<file path="src/source/ring_pkg.sv">
package ring_pkg;

    // ------------------------------------------------------------------
    // packet format
    // ------------------------------------------------------------------
    localparam int WORD_W = 64;

    typedef logic [WORD_W-1:0] flit_t;

    // polarity stamp, set on acceptance
    localparam int POL_BIT = 63;
    // 1 = clockwise, 0 = counterclockwise
    localparam int DIR_BIT = 62;

    // hop field, thermometer coded, shifted once per switch
    localparam int HOP_LSB = 48;
    localparam int HOP_W   = 8;

    // legal hop codes at pe injection
    localparam logic [HOP_W-1:0] HOP_ONE   = 8'h01;
    localparam logic [HOP_W-1:0] HOP_TWO   = 8'h03;
    localparam logic [HOP_W-1:0] HOP_THREE = 8'h07;

    // ------------------------------------------------------------------
    // ports and arbitration
    // ------------------------------------------------------------------
    localparam int NUM_PORTS = 3;

    typedef enum logic [1:0] {
        PORT_CW  = 2'd0,
        PORT_CCW = 2'd1,
        PORT_PE  = 2'd2
    } port_e;

    // which request side wins a tie
    typedef enum logic {
        PRIO_FIRST  = 1'b0,
        PRIO_SECOND = 1'b1
    } prio_e;

endpackage

</file>
<file path="src/source/plane_link_if.sv">
interface plane_link_if;

    // link side, written by the steering logic
    ring_pkg::flit_t in_data [ring_pkg::NUM_PORTS];
    logic [ring_pkg::NUM_PORTS-1:0] in_wen;
    logic [ring_pkg::NUM_PORTS-1:0] out_ren;
    // high while this plane is in its switch phase
    logic switch_en;

    // buffer status and output contents from the plane
    logic [ring_pkg::NUM_PORTS-1:0] in_empty;
    logic [ring_pkg::NUM_PORTS-1:0] out_full;
    ring_pkg::flit_t out_data [ring_pkg::NUM_PORTS];

    modport steer (
        output in_data,
        output in_wen,
        output out_ren,
        output switch_en,
        input  in_empty,
        input  out_full,
        input  out_data
    );

    modport plane (
        input  in_data,
        input  in_wen,
        input  out_ren,
        input  switch_en,
        output in_empty,
        output out_full,
        output out_data
    );

endinterface

</file>
<file path="src/source/slot_buffer.sv">
module slot_buffer (
    input  logic            clk,
    input  logic            rst_n,
    input  logic            we,
    input  logic            re,
    input  ring_pkg::flit_t data_in,
    output ring_pkg::flit_t data_out,
    output logic            full,
    output logic            empty
);

    logic            valid;
    ring_pkg::flit_t slot;

    // valid flag, write wins over read in the same edge
    always_ff @(posedge clk) begin
        if (!rst_n) begin
            valid <= 1'b0;
        end else if (we) begin
            valid <= 1'b1;
        end else if (re) begin
            valid <= 1'b0;
        end
    end

    // payload only
    always_ff @(posedge clk) begin
        if (we) begin
            slot <= data_in;
        end
    end

    assign data_out = slot;
    assign full     = valid;
    assign empty    = ~valid;

    // callers must not overwrite a held packet or read an empty slot
    a_no_overwrite: assert property (@(posedge clk) disable iff (!rst_n)
        !(we && valid && !re));
    a_no_underrun: assert property (@(posedge clk) disable iff (!rst_n)
        !(re && !valid));

endmodule

</file>
<file path="src/source/rr_arbiter.sv">
module rr_arbiter (
    input  logic       clk,
    input  logic       rst_n,
    input  logic [1:0] req,
    output logic [1:0] grant
);

    ring_pkg::prio_e prio;

    // favored side wins, other side only when favored one is idle
    always_comb begin
        if (prio == ring_pkg::PRIO_FIRST) begin
            grant[0] = req[0];
            grant[1] = req[1] & ~req[0];
        end else begin
            grant[1] = req[1];
            grant[0] = req[0] & ~req[1];
        end
    end

    // hand priority to the side that did not just win
    always_ff @(posedge clk) begin
        if (!rst_n) begin
            prio <= ring_pkg::PRIO_FIRST;
        end else if (grant[0]) begin
            prio <= ring_pkg::PRIO_SECOND;
        end else if (grant[1]) begin
            prio <= ring_pkg::PRIO_FIRST;
        end
    end

    // at most one winner, and only among the requesters
    a_grant_legal: assert property (@(posedge clk) disable iff (!rst_n)
        $onehot0(grant) && ((grant & ~req) == 2'b00));

endmodule

</file>
<file path="src/source/vc_plane.sv">
module vc_plane (
    input logic         clk,
    input logic         rst_n,
    plane_link_if.plane link
);

    localparam int NP = ring_pkg::NUM_PORTS;

    logic [NP-1:0]   in_full;
    logic [NP-1:0]   in_ren;
    logic [NP-1:0]   out_empty;
    logic [NP-1:0]   out_wen;
    ring_pkg::flit_t head    [NP];
    ring_pkg::flit_t shifted [NP];
    ring_pkg::flit_t out_din [NP];
    ring_pkg::port_e target  [NP];
    logic [1:0]      req_cw, req_ccw, req_pe;
    logic [1:0]      gnt_cw, gnt_ccw, gnt_pe;

    // ------------------------------------------------------------------
    // input and output slots, one pair per port
    // ------------------------------------------------------------------
    for (genvar p = 0; p < NP; p++) begin : g_port
        slot_buffer in_buf (
            .clk      (clk),
            .rst_n    (rst_n),
            .we       (link.in_wen[p]),
            .re       (in_ren[p]),
            .data_in  (link.in_data[p]),
            .data_out (head[p]),
            .full     (in_full[p]),
            .empty    (link.in_empty[p])
        );

        slot_buffer out_buf (
            .clk      (clk),
            .rst_n    (rst_n),
            .we       (out_wen[p]),
            .re       (link.out_ren[p]),
            .data_in  (out_din[p]),
            .data_out (link.out_data[p]),
            .full     (link.out_full[p]),
            .empty    (out_empty[p])
        );

        // one hop consumed per switch transfer
        always_comb begin
            shifted[p] = head[p];
            shifted[p][ring_pkg::HOP_LSB +: ring_pkg::HOP_W] =
                head[p][ring_pkg::HOP_LSB +: ring_pkg::HOP_W] >> 1;
        end
    end

    // ------------------------------------------------------------------
    // routing and requests
    // ------------------------------------------------------------------
    // ring traffic keeps going while hop bit 0 is set, else ejects to pe
    assign target[ring_pkg::PORT_CW]  = head[ring_pkg::PORT_CW][ring_pkg::HOP_LSB] ?
                                        ring_pkg::PORT_CW : ring_pkg::PORT_PE;
    assign target[ring_pkg::PORT_CCW] = head[ring_pkg::PORT_CCW][ring_pkg::HOP_LSB] ?
                                        ring_pkg::PORT_CCW : ring_pkg::PORT_PE;
    // injected traffic follows its direction bit
    assign target[ring_pkg::PORT_PE]  = head[ring_pkg::PORT_PE][ring_pkg::DIR_BIT] ?
                                        ring_pkg::PORT_CW : ring_pkg::PORT_CCW;

    always_comb begin
        req_cw = '0;
        req_ccw = '0;
        req_pe = '0;
        if (link.switch_en) begin
            // cw out: cw input first side, pe input second
            req_cw[0]  = in_full[ring_pkg::PORT_CW] && out_empty[ring_pkg::PORT_CW] &&
                         target[ring_pkg::PORT_CW] == ring_pkg::PORT_CW;
            req_cw[1]  = in_full[ring_pkg::PORT_PE] && out_empty[ring_pkg::PORT_CW] &&
                         target[ring_pkg::PORT_PE] == ring_pkg::PORT_CW;
            // ccw out: ccw input, pe input
            req_ccw[0] = in_full[ring_pkg::PORT_CCW] && out_empty[ring_pkg::PORT_CCW] &&
                         target[ring_pkg::PORT_CCW] == ring_pkg::PORT_CCW;
            req_ccw[1] = in_full[ring_pkg::PORT_PE] && out_empty[ring_pkg::PORT_CCW] &&
                         target[ring_pkg::PORT_PE] == ring_pkg::PORT_CCW;
            // pe out: cw input, ccw input
            req_pe[0]  = in_full[ring_pkg::PORT_CW] && out_empty[ring_pkg::PORT_PE] &&
                         target[ring_pkg::PORT_CW] == ring_pkg::PORT_PE;
            req_pe[1]  = in_full[ring_pkg::PORT_CCW] && out_empty[ring_pkg::PORT_PE] &&
                         target[ring_pkg::PORT_CCW] == ring_pkg::PORT_PE;
        end
    end

    // ------------------------------------------------------------------
    // one arbiter per output
    // ------------------------------------------------------------------
    rr_arbiter cw_arb  (.clk(clk), .rst_n(rst_n), .req(req_cw),  .grant(gnt_cw));
    rr_arbiter ccw_arb (.clk(clk), .rst_n(rst_n), .req(req_ccw), .grant(gnt_ccw));
    rr_arbiter pe_arb  (.clk(clk), .rst_n(rst_n), .req(req_pe),  .grant(gnt_pe));

    // grant moves the head across, same edge
    assign out_wen[ring_pkg::PORT_CW]  = |gnt_cw;
    assign out_wen[ring_pkg::PORT_CCW] = |gnt_ccw;
    assign out_wen[ring_pkg::PORT_PE]  = |gnt_pe;

    assign out_din[ring_pkg::PORT_CW]  = gnt_cw[1]  ? shifted[ring_pkg::PORT_PE] :
                                                      shifted[ring_pkg::PORT_CW];
    assign out_din[ring_pkg::PORT_CCW] = gnt_ccw[1] ? shifted[ring_pkg::PORT_PE] :
                                                      shifted[ring_pkg::PORT_CCW];
    assign out_din[ring_pkg::PORT_PE]  = gnt_pe[1]  ? shifted[ring_pkg::PORT_CCW] :
                                                      shifted[ring_pkg::PORT_CW];

    assign in_ren[ring_pkg::PORT_CW]  = gnt_cw[0] | gnt_pe[0];
    assign in_ren[ring_pkg::PORT_CCW] = gnt_ccw[0] | gnt_pe[1];
    assign in_ren[ring_pkg::PORT_PE]  = gnt_cw[1] | gnt_ccw[1];

    // links stay off this plane while it switches
    a_link_idle_in_switch: assert property (@(posedge clk) disable iff (!rst_n)
        link.switch_en |-> (link.in_wen == '0 && link.out_ren == '0));

endmodule

</file>
<file path="src/source/phase_steer.sv">
module phase_steer (
    input  logic            clk,
    input  logic            rst_n,
    input  logic            polarity,
    input  ring_pkg::flit_t cwdi,
    input  ring_pkg::flit_t ccwdi,
    input  ring_pkg::flit_t pedi,
    input  logic            cwsi,
    input  logic            ccwsi,
    input  logic            pesi,
    input  logic            cwro,
    input  logic            ccwro,
    input  logic            pero,
    output logic            cwri,
    output logic            ccwri,
    output logic            peri,
    output logic            cwso,
    output logic            ccwso,
    output logic            peso,
    output ring_pkg::flit_t cwdo,
    output ring_pkg::flit_t ccwdo,
    output ring_pkg::flit_t pedo,
    plane_link_if.steer     even_link,
    plane_link_if.steer     odd_link
);

    localparam int NP = ring_pkg::NUM_PORTS;

    logic [NP-1:0]   send_in, ready_in, send_out, ready_out;
    logic [NP-1:0]   wen, ren;
    ring_pkg::flit_t in_flit [NP];
    ring_pkg::flit_t pe_stamped;
    logic            pe_ok;

    // ------------------------------------------------------------------
    // polarity stamp and pe injection check
    // ------------------------------------------------------------------
    always_comb begin
        in_flit[ring_pkg::PORT_CW] = cwdi;
        in_flit[ring_pkg::PORT_CW][ring_pkg::POL_BIT] = polarity;
        in_flit[ring_pkg::PORT_CCW] = ccwdi;
        in_flit[ring_pkg::PORT_CCW][ring_pkg::POL_BIT] = polarity;
        pe_stamped = pedi;
        pe_stamped[ring_pkg::POL_BIT] = polarity;

        in_flit[ring_pkg::PORT_PE] = pe_stamped;
        pe_ok = 1'b0;
        case (pe_stamped[ring_pkg::HOP_LSB +: ring_pkg::HOP_W])
            ring_pkg::HOP_ONE: pe_ok = 1'b1;
            ring_pkg::HOP_TWO: begin
                // two hops always go clockwise
                in_flit[ring_pkg::PORT_PE][ring_pkg::DIR_BIT] = 1'b1;
                pe_ok = 1'b1;
            end
            ring_pkg::HOP_THREE: begin
                // shorter the other way round, one hop
                in_flit[ring_pkg::PORT_PE][ring_pkg::DIR_BIT] =
                    ~pe_stamped[ring_pkg::DIR_BIT];
                in_flit[ring_pkg::PORT_PE][ring_pkg::HOP_LSB +: ring_pkg::HOP_W] =
                    ring_pkg::HOP_ONE;
                pe_ok = 1'b1;
            end
            // bad hop code, packet dropped
            default: pe_ok = 1'b0;
        endcase
    end

    // ------------------------------------------------------------------
    // link handshake against the active plane
    // ------------------------------------------------------------------
    assign send_in  = {pesi, ccwsi, cwsi};
    assign ready_out = {pero, ccwro, cwro};

    // polarity 0 selects even
    assign ready_in = polarity ? odd_link.in_empty : even_link.in_empty;
    assign send_out = polarity ? odd_link.out_full : even_link.out_full;

    assign wen = send_in & ready_in & {pe_ok, 2'b11};
    assign ren = send_out & ready_out;

    assign even_link.in_data   = in_flit;
    assign odd_link.in_data    = in_flit;
    assign even_link.in_wen    = polarity ? '0 : wen;
    assign odd_link.in_wen     = polarity ? wen : '0;
    assign even_link.out_ren   = polarity ? '0 : ren;
    assign odd_link.out_ren    = polarity ? ren : '0;
    // the idle plane switches
    assign even_link.switch_en = polarity;
    assign odd_link.switch_en  = ~polarity;

    assign cwri  = ready_in[ring_pkg::PORT_CW];
    assign ccwri = ready_in[ring_pkg::PORT_CCW];
    assign peri  = ready_in[ring_pkg::PORT_PE];
    assign cwso  = send_out[ring_pkg::PORT_CW];
    assign ccwso = send_out[ring_pkg::PORT_CCW];
    assign peso  = send_out[ring_pkg::PORT_PE];

    // data out shows the active plane's output slots
    assign cwdo  = polarity ? odd_link.out_data[ring_pkg::PORT_CW] :
                              even_link.out_data[ring_pkg::PORT_CW];
    assign ccwdo = polarity ? odd_link.out_data[ring_pkg::PORT_CCW] :
                              even_link.out_data[ring_pkg::PORT_CCW];
    assign pedo  = polarity ? odd_link.out_data[ring_pkg::PORT_PE] :
                              even_link.out_data[ring_pkg::PORT_PE];

    // only one plane talks to the links at a time
    a_one_link_plane: assert property (@(posedge clk) disable iff (!rst_n)
        !(|{even_link.in_wen, even_link.out_ren} && |{odd_link.in_wen, odd_link.out_ren}));

endmodule

</file>
<file path="src/source/gold_router.sv">
module gold_router (
    input  logic            clk,
    input  logic            rst_n,
    input  logic            polarity,
    // clockwise in
    input  ring_pkg::flit_t cwdi,
    input  logic            cwsi,
    output logic            cwri,
    // counterclockwise in
    input  ring_pkg::flit_t ccwdi,
    input  logic            ccwsi,
    output logic            ccwri,
    // processing element in
    input  ring_pkg::flit_t pedi,
    input  logic            pesi,
    output logic            peri,
    // clockwise out
    output ring_pkg::flit_t cwdo,
    output logic            cwso,
    input  logic            cwro,
    // counterclockwise out
    output ring_pkg::flit_t ccwdo,
    output logic            ccwso,
    input  logic            ccwro,
    // processing element out
    output ring_pkg::flit_t pedo,
    output logic            peso,
    input  logic            pero
);

    plane_link_if even_link ();
    plane_link_if odd_link ();

    // two virtual channel planes, alternating link and switch phases
    vc_plane even_plane (.clk(clk), .rst_n(rst_n), .link(even_link.plane));
    vc_plane odd_plane  (.clk(clk), .rst_n(rst_n), .link(odd_link.plane));

    phase_steer steer_i (
        .clk       (clk),
        .rst_n     (rst_n),
        .polarity  (polarity),
        .cwdi      (cwdi),
        .ccwdi     (ccwdi),
        .pedi      (pedi),
        .cwsi      (cwsi),
        .ccwsi     (ccwsi),
        .pesi      (pesi),
        .cwro      (cwro),
        .ccwro     (ccwro),
        .pero      (pero),
        .cwri      (cwri),
        .ccwri     (ccwri),
        .peri      (peri),
        .cwso      (cwso),
        .ccwso     (ccwso),
        .peso      (peso),
        .cwdo      (cwdo),
        .ccwdo     (ccwdo),
        .pedo      (pedo),
        .even_link (even_link.steer),
        .odd_link  (odd_link.steer)
    );

endmodule

</file>
<file path="config.mk">
export PLATFORM = sky130hd
export DESIGN_NAME = gold_router
export DESIGN_NICKNAME = d
export VERILOG_FILES = /design/src/source/ring_pkg.sv /design/src/source/plane_link_if.sv /design/src/source/slot_buffer.sv /design/src/source/rr_arbiter.sv /design/src/source/vc_plane.sv /design/src/source/phase_steer.sv /design/src/source/gold_router.sv
export SDC_FILE = /design/constraint.sdc
export NUM_CORES = 1
export LEC_CHECK = 0
export BUFFER_PORTS_ARGS = -buffer_cell sky130_fd_sc_hd__buf_4
export CAP_MARGIN = 20
export CORE_UTILIZATION = 63
export CTS_BUF_LIST = sky130_fd_sc_hd__clkbuf_16
export DETAILED_ROUTE_END_ITERATION = 12
export HOLD_SLACK_MARGIN = 0.06
export PLACE_DENSITY = 0.87
export SYNTH_ARGS = -nofsm -noshare
export SYNTH_HDL_FRONTEND = slang
export SYNTH_HIERARCHICAL = 1
export SYNTH_SLANG_ARGS = --single-unit
export TNS_END_PERCENT = 10
</file>
<file path="constraint.sdc">
create_clock -name clk -period 12.7 [get_ports clk]
set_input_delay 1.905 -clock clk [delete_from_list [all_inputs] [get_ports clk]]
set_output_delay 1.905 -clock clk [all_outputs]
set_load 0.01 [all_outputs]
</file>
Word-level counts from Yosys, hierarchy flattened. Index checks and enable logic that the tools add are counted. Widths: inputs -> output; s select.

Register bits after elaboration: 786. Output and inout port bits: 198. Word-level logic and storage cells: 212. Input bits: 201.

Multiplexer cells: 72. Equal/unequal tests: 11. Reduce and logical (&&, ||, !) cells: 53. Bitwise gates (word level): 46.

Operators by type and width (count): $mux 64 (9); $mux 1 (39); $reduce_bool 2->1 (18); $mux 2 (16); $not 1->1 (25); $logic_and 1x1->1 (24); $mux 3 (6); $and 1x1->1 (12); $reduce_or 2->1 (6); $and 3x3->3 (3); $eq 2x1->1 const B (4); $eq 2x2->1 const B (4); $eq 8x1->1 const B (1); $eq 8x2->1 const B (1); $eq 8x3->1 const B (1); $logic_not 2->1 (4); $mux 8 (1); $or 1x1->1 (6); $reduce_or 3->1 (1); $pmux 1 s2 (1).

Longest topological paths before layout.
Depth after elaboration: 10. Gate-level depth with buffers: 10. Gate-level depth less buffers: 6.

Modules after synthesis. The synthesis kept the hierarchy.

By module, submodules not included: slot_buffer (area an instance 1959.4 µm², sequential area each 1941.9 µm², instances 12, cells each 68); phase_steer (area an instance 5545.3 µm², sequential area each 0.0 µm², instances 1, cells each 626); vc_plane at even_plane (area an instance 2984.1 µm², sequential area each 0.0 µm², instances 1, cells each 223); vc_plane at odd_plane (area an instance 2443.6 µm², sequential area each 0.0 µm², instances 1, cells each 223); rr_arbiter (area an instance 48.8 µm², sequential area each 20.0 µm², instances 6, cells each 6).

Least setup slack after synthesis. OpenSTA, ideal clock, no wires.

Kind: in2reg. Start point: in polarity. End point: reg even_plane.g_port[2].in_buf.slot[0], enable pin. Slack: 5.312 ns. Cell stages on the path: 4. Arrival: 6.821 ns. Data required time: 12.133 ns. Path buffers: 1. Library setup time: 0.567 ns. Cells stage by stage: buf_2 mux2_2 o211ai_1 nor3_1.

Longest elaborated chain between the ends: 4.

RTL lines: from (decl) (line gold_router.sv:4) `input logic polarity,`; $mux 3 (line phase_steer.sv:75) `assign ready_in = polarity ? odd_link.in_empty : even_link.in_empty;`; via peri (line gold_router.sv:16) `output logic peri,`; $and 3x3->3 (2 in series) (line phase_steer.sv:78) `assign wen = send_in & ready_in & {pe_ok, 2'b11};`; $mux 3 (line phase_steer.sv:83) `assign even_link.in_wen = polarity ? '0 : wen;`; via even_link.in_wen, one bit (line plane_link_if.sv:5) `logic [ring_pkg::NUM_PORTS-1:0] in_wen;`; to (signal assigned) (line slot_buffer.sv:29) `slot <= data_in;`; to (decl) (line slot_buffer.sv:13) `ring_pkg::flit_t slot;`.

The timed path passes the listed nets, and every way through them passes these cells. A chain may end at the register's enable or synchronous reset.

Worst setup path in the final report.
Start point: in polarity. End point: out ccwdo[41].

Longest elaborated chain between the ends: 1.

RTL lines: $mux 64 (line phase_steer.sv:101) `assign ccwdo = polarity ? odd_link.out_data[ring_pkg::PORT_CCW] :`; to (decl) (line gold_router.sv:22) `output ring_pkg::flit_t ccwdo,`.

Every way passes these cells.

==> flow_summary.toml <==
[floorplanning]
start_util = 0.641
die_w_um = 237
coreArea_um2 = 54100
io-pin-count = 399
die_y_um = 237
dieArea_um2 = 56000
rows = 85

[timing]
period_minus_slack_ps = 5920
hold_viol_final = 0
finClkSkew_ps = 12.3
grt_setup_unrepaired = "no"
max_slew_margin = 0.294
fin_crit_sh = 0.466
final.setup.tns_ps = 0
tightest_slew_ps = 1060
timing.fmax_mhz = 169
setup_viol = 0
drv_slew = 0

[logic_synthesis]
avgSynthCellArea_um2 = 18.1
yosys_warnings = 6
syn-cell-area_um2 = 34700
synthesis.instances = 1920

[clock_network]
clock_sinks = 784
cts_tree = "done"
post_cts_buffers = 0
cts-root-buf = "clkbuf_16"
path_clk_slew_ps = 60
clock_path_buffers = 3
cts_made_buffers = 76
postCtsResizedCells = 0
htreeDepth = 3
clkLatencyLatePin_ps = 600
postCtsHoldBufs = 0

[critical_path]
critPathMostFrequentCell = "buf_4"
start_kind = "input pin"
slowest_delay_ps = 900
cp-end-kind = "output port"
cp_max_fo = 83
critPathSlowestCell = "buf_4"
path_cells = "buf_8, buf_4, mux2_2, buf_4"
critPathKind = "in -> out"
worstPathRequired_ps = 10800
cp.arrival_ps = 4010

[detailed_routing]
post-route-drc-count = 0
post_drt_via_cell_ratio = 5.98
wire_per_inst_um = 28.6
ant_nets = 0
dr.pass1.iters = 5
via_count = 16400
drt-initial-drc-count = 1174
wirelength_mm = 78.1

[finish]
layout.cells.most_common = "edfxtp_1"
nets = 2181
instances_no_fill = 2735
stdcell_area_um2 = 37700
drive_above_1_share = 0.543
area_delta_synth_final_pct = 8.65
nFillCells = 3204
final_cell_mix = "edfxtp_1 (766), buf_4 (422), mux2_2 (396)"

[min_path]
hp-class = "reg -> reg"

[status]
status = "finished, final reports clean"

[grt]
grt_first_pass_wirelength_mm = 112
grt_pass1_vias = 17800
grt_max_degree = 84
grt_use_total = 0.279
antenna_found_initial = 3
overflow = 0

[power_and_ir_drop]
leakagePower_nw = 13.5
vdd_drop_max_v = 0.000146
p_per_area_nw_per_um2 = 143

[placement]
dp.cells = 2598
gp_congestion = 0.860
hpwl_mm = 45.4
placed_area_um2 = 35400
numPortBuffers = 395

[job]
drv_cap = 0
## cell type report
type,instances,area [um2],share of cell area
flip-flops and latches,784,23400,0.620
clock buffers,79,1980,0.0524
diodes,2,5.00,0.000133
repair buffers,423,3180,0.0844
clock inverters,56,343,0.00909
inverters,20,75.1,0.00199
multi-input cells,675,7890,0.209
well taps,696,871,0.0231
## through the flow
stage / power, W / util / setup WS (ps) / hold WS (ps)
after floorplan: 0.00325 / - / 5380 / 444
after global placement: 0.00332 / 0.654 / 6650 / 455
after detailed placement: 0.00333 / 0.654 / 6590 / 465
after CTS: 0.00541 / 0.697 / 6790 / 479
after global routing: 0.00553 / 0.697 / 6690 / 502
final: 0.00538 / 0.697 / 6780 / 477
## critical path, delay by kind of cell
kind                   cells  cell delay, ps
buffers and inverters      3            1550
muxes                      1             450
## layer usage
metal | routed length (um) | global-route usage | vias up
met2 | 40000 | 0.490 | 814
met4 | 3380 | 0.130 | 2
li1 | - | - | 6951
met5 | 13 | 0 | -
met3 | 5800 | 0.0574 | 219
met1 | 28900 | 0.329 | 8373
## sequential cells by signal, summed over array words and instances, names as in the netlist
name                                cells
even_plane/pe_arb/prio                  1
even_plane/g_port.in_buf/data_out     191
even_plane/cw_arb/prio                  1
even_plane/g_port.out_buf/data_out    192
odd_plane/ccw_arb/prio                  1
odd_plane/pe_arb/prio                   1
odd_plane/g_port.out_buf/data_out     192
odd_plane/g_port.in_buf/data_out      191
odd_plane/cw_arb/prio                   1
odd_plane/g_port.out_buf/full           3
even_plane/ccw_arb/prio                 1
even_plane/g_port.in_buf/full           3
odd_plane/g_port.in_buf/full            3
even_plane/g_port.out_buf/full          3
## where the power goes
| part | total [W] | switching, W | internal [W] |
|---|---|---|---|
| Combinational | 0.000333 | 0.000166 | 0.000167 |
| Clock | 0.00210 | 0.000917 | 0.00118 |
| Sequential | 0.00295 | 0.0000283 | 0.00292 |
## worst paths after layout
kind / slack, ps / cells past startpoint / from / end
setup / recovery: 6780 / 4 / polarity / ccwdo[41]
hold reg to reg: 480 / 1 / odd_plane/ccw_arb/prio / odd_plane/ccw_arb/prio
setup reg to reg: 9290 / 5 / odd_plane/g_port[2].in_buf/data_out[62] / odd_plane/g_port[1].out_buf/data_out[44]
hold / removal: 480 / 1 / odd_plane/ccw_arb/prio / odd_plane/ccw_arb/prio
No activity file was read; power rests on OpenSTA's default activity.
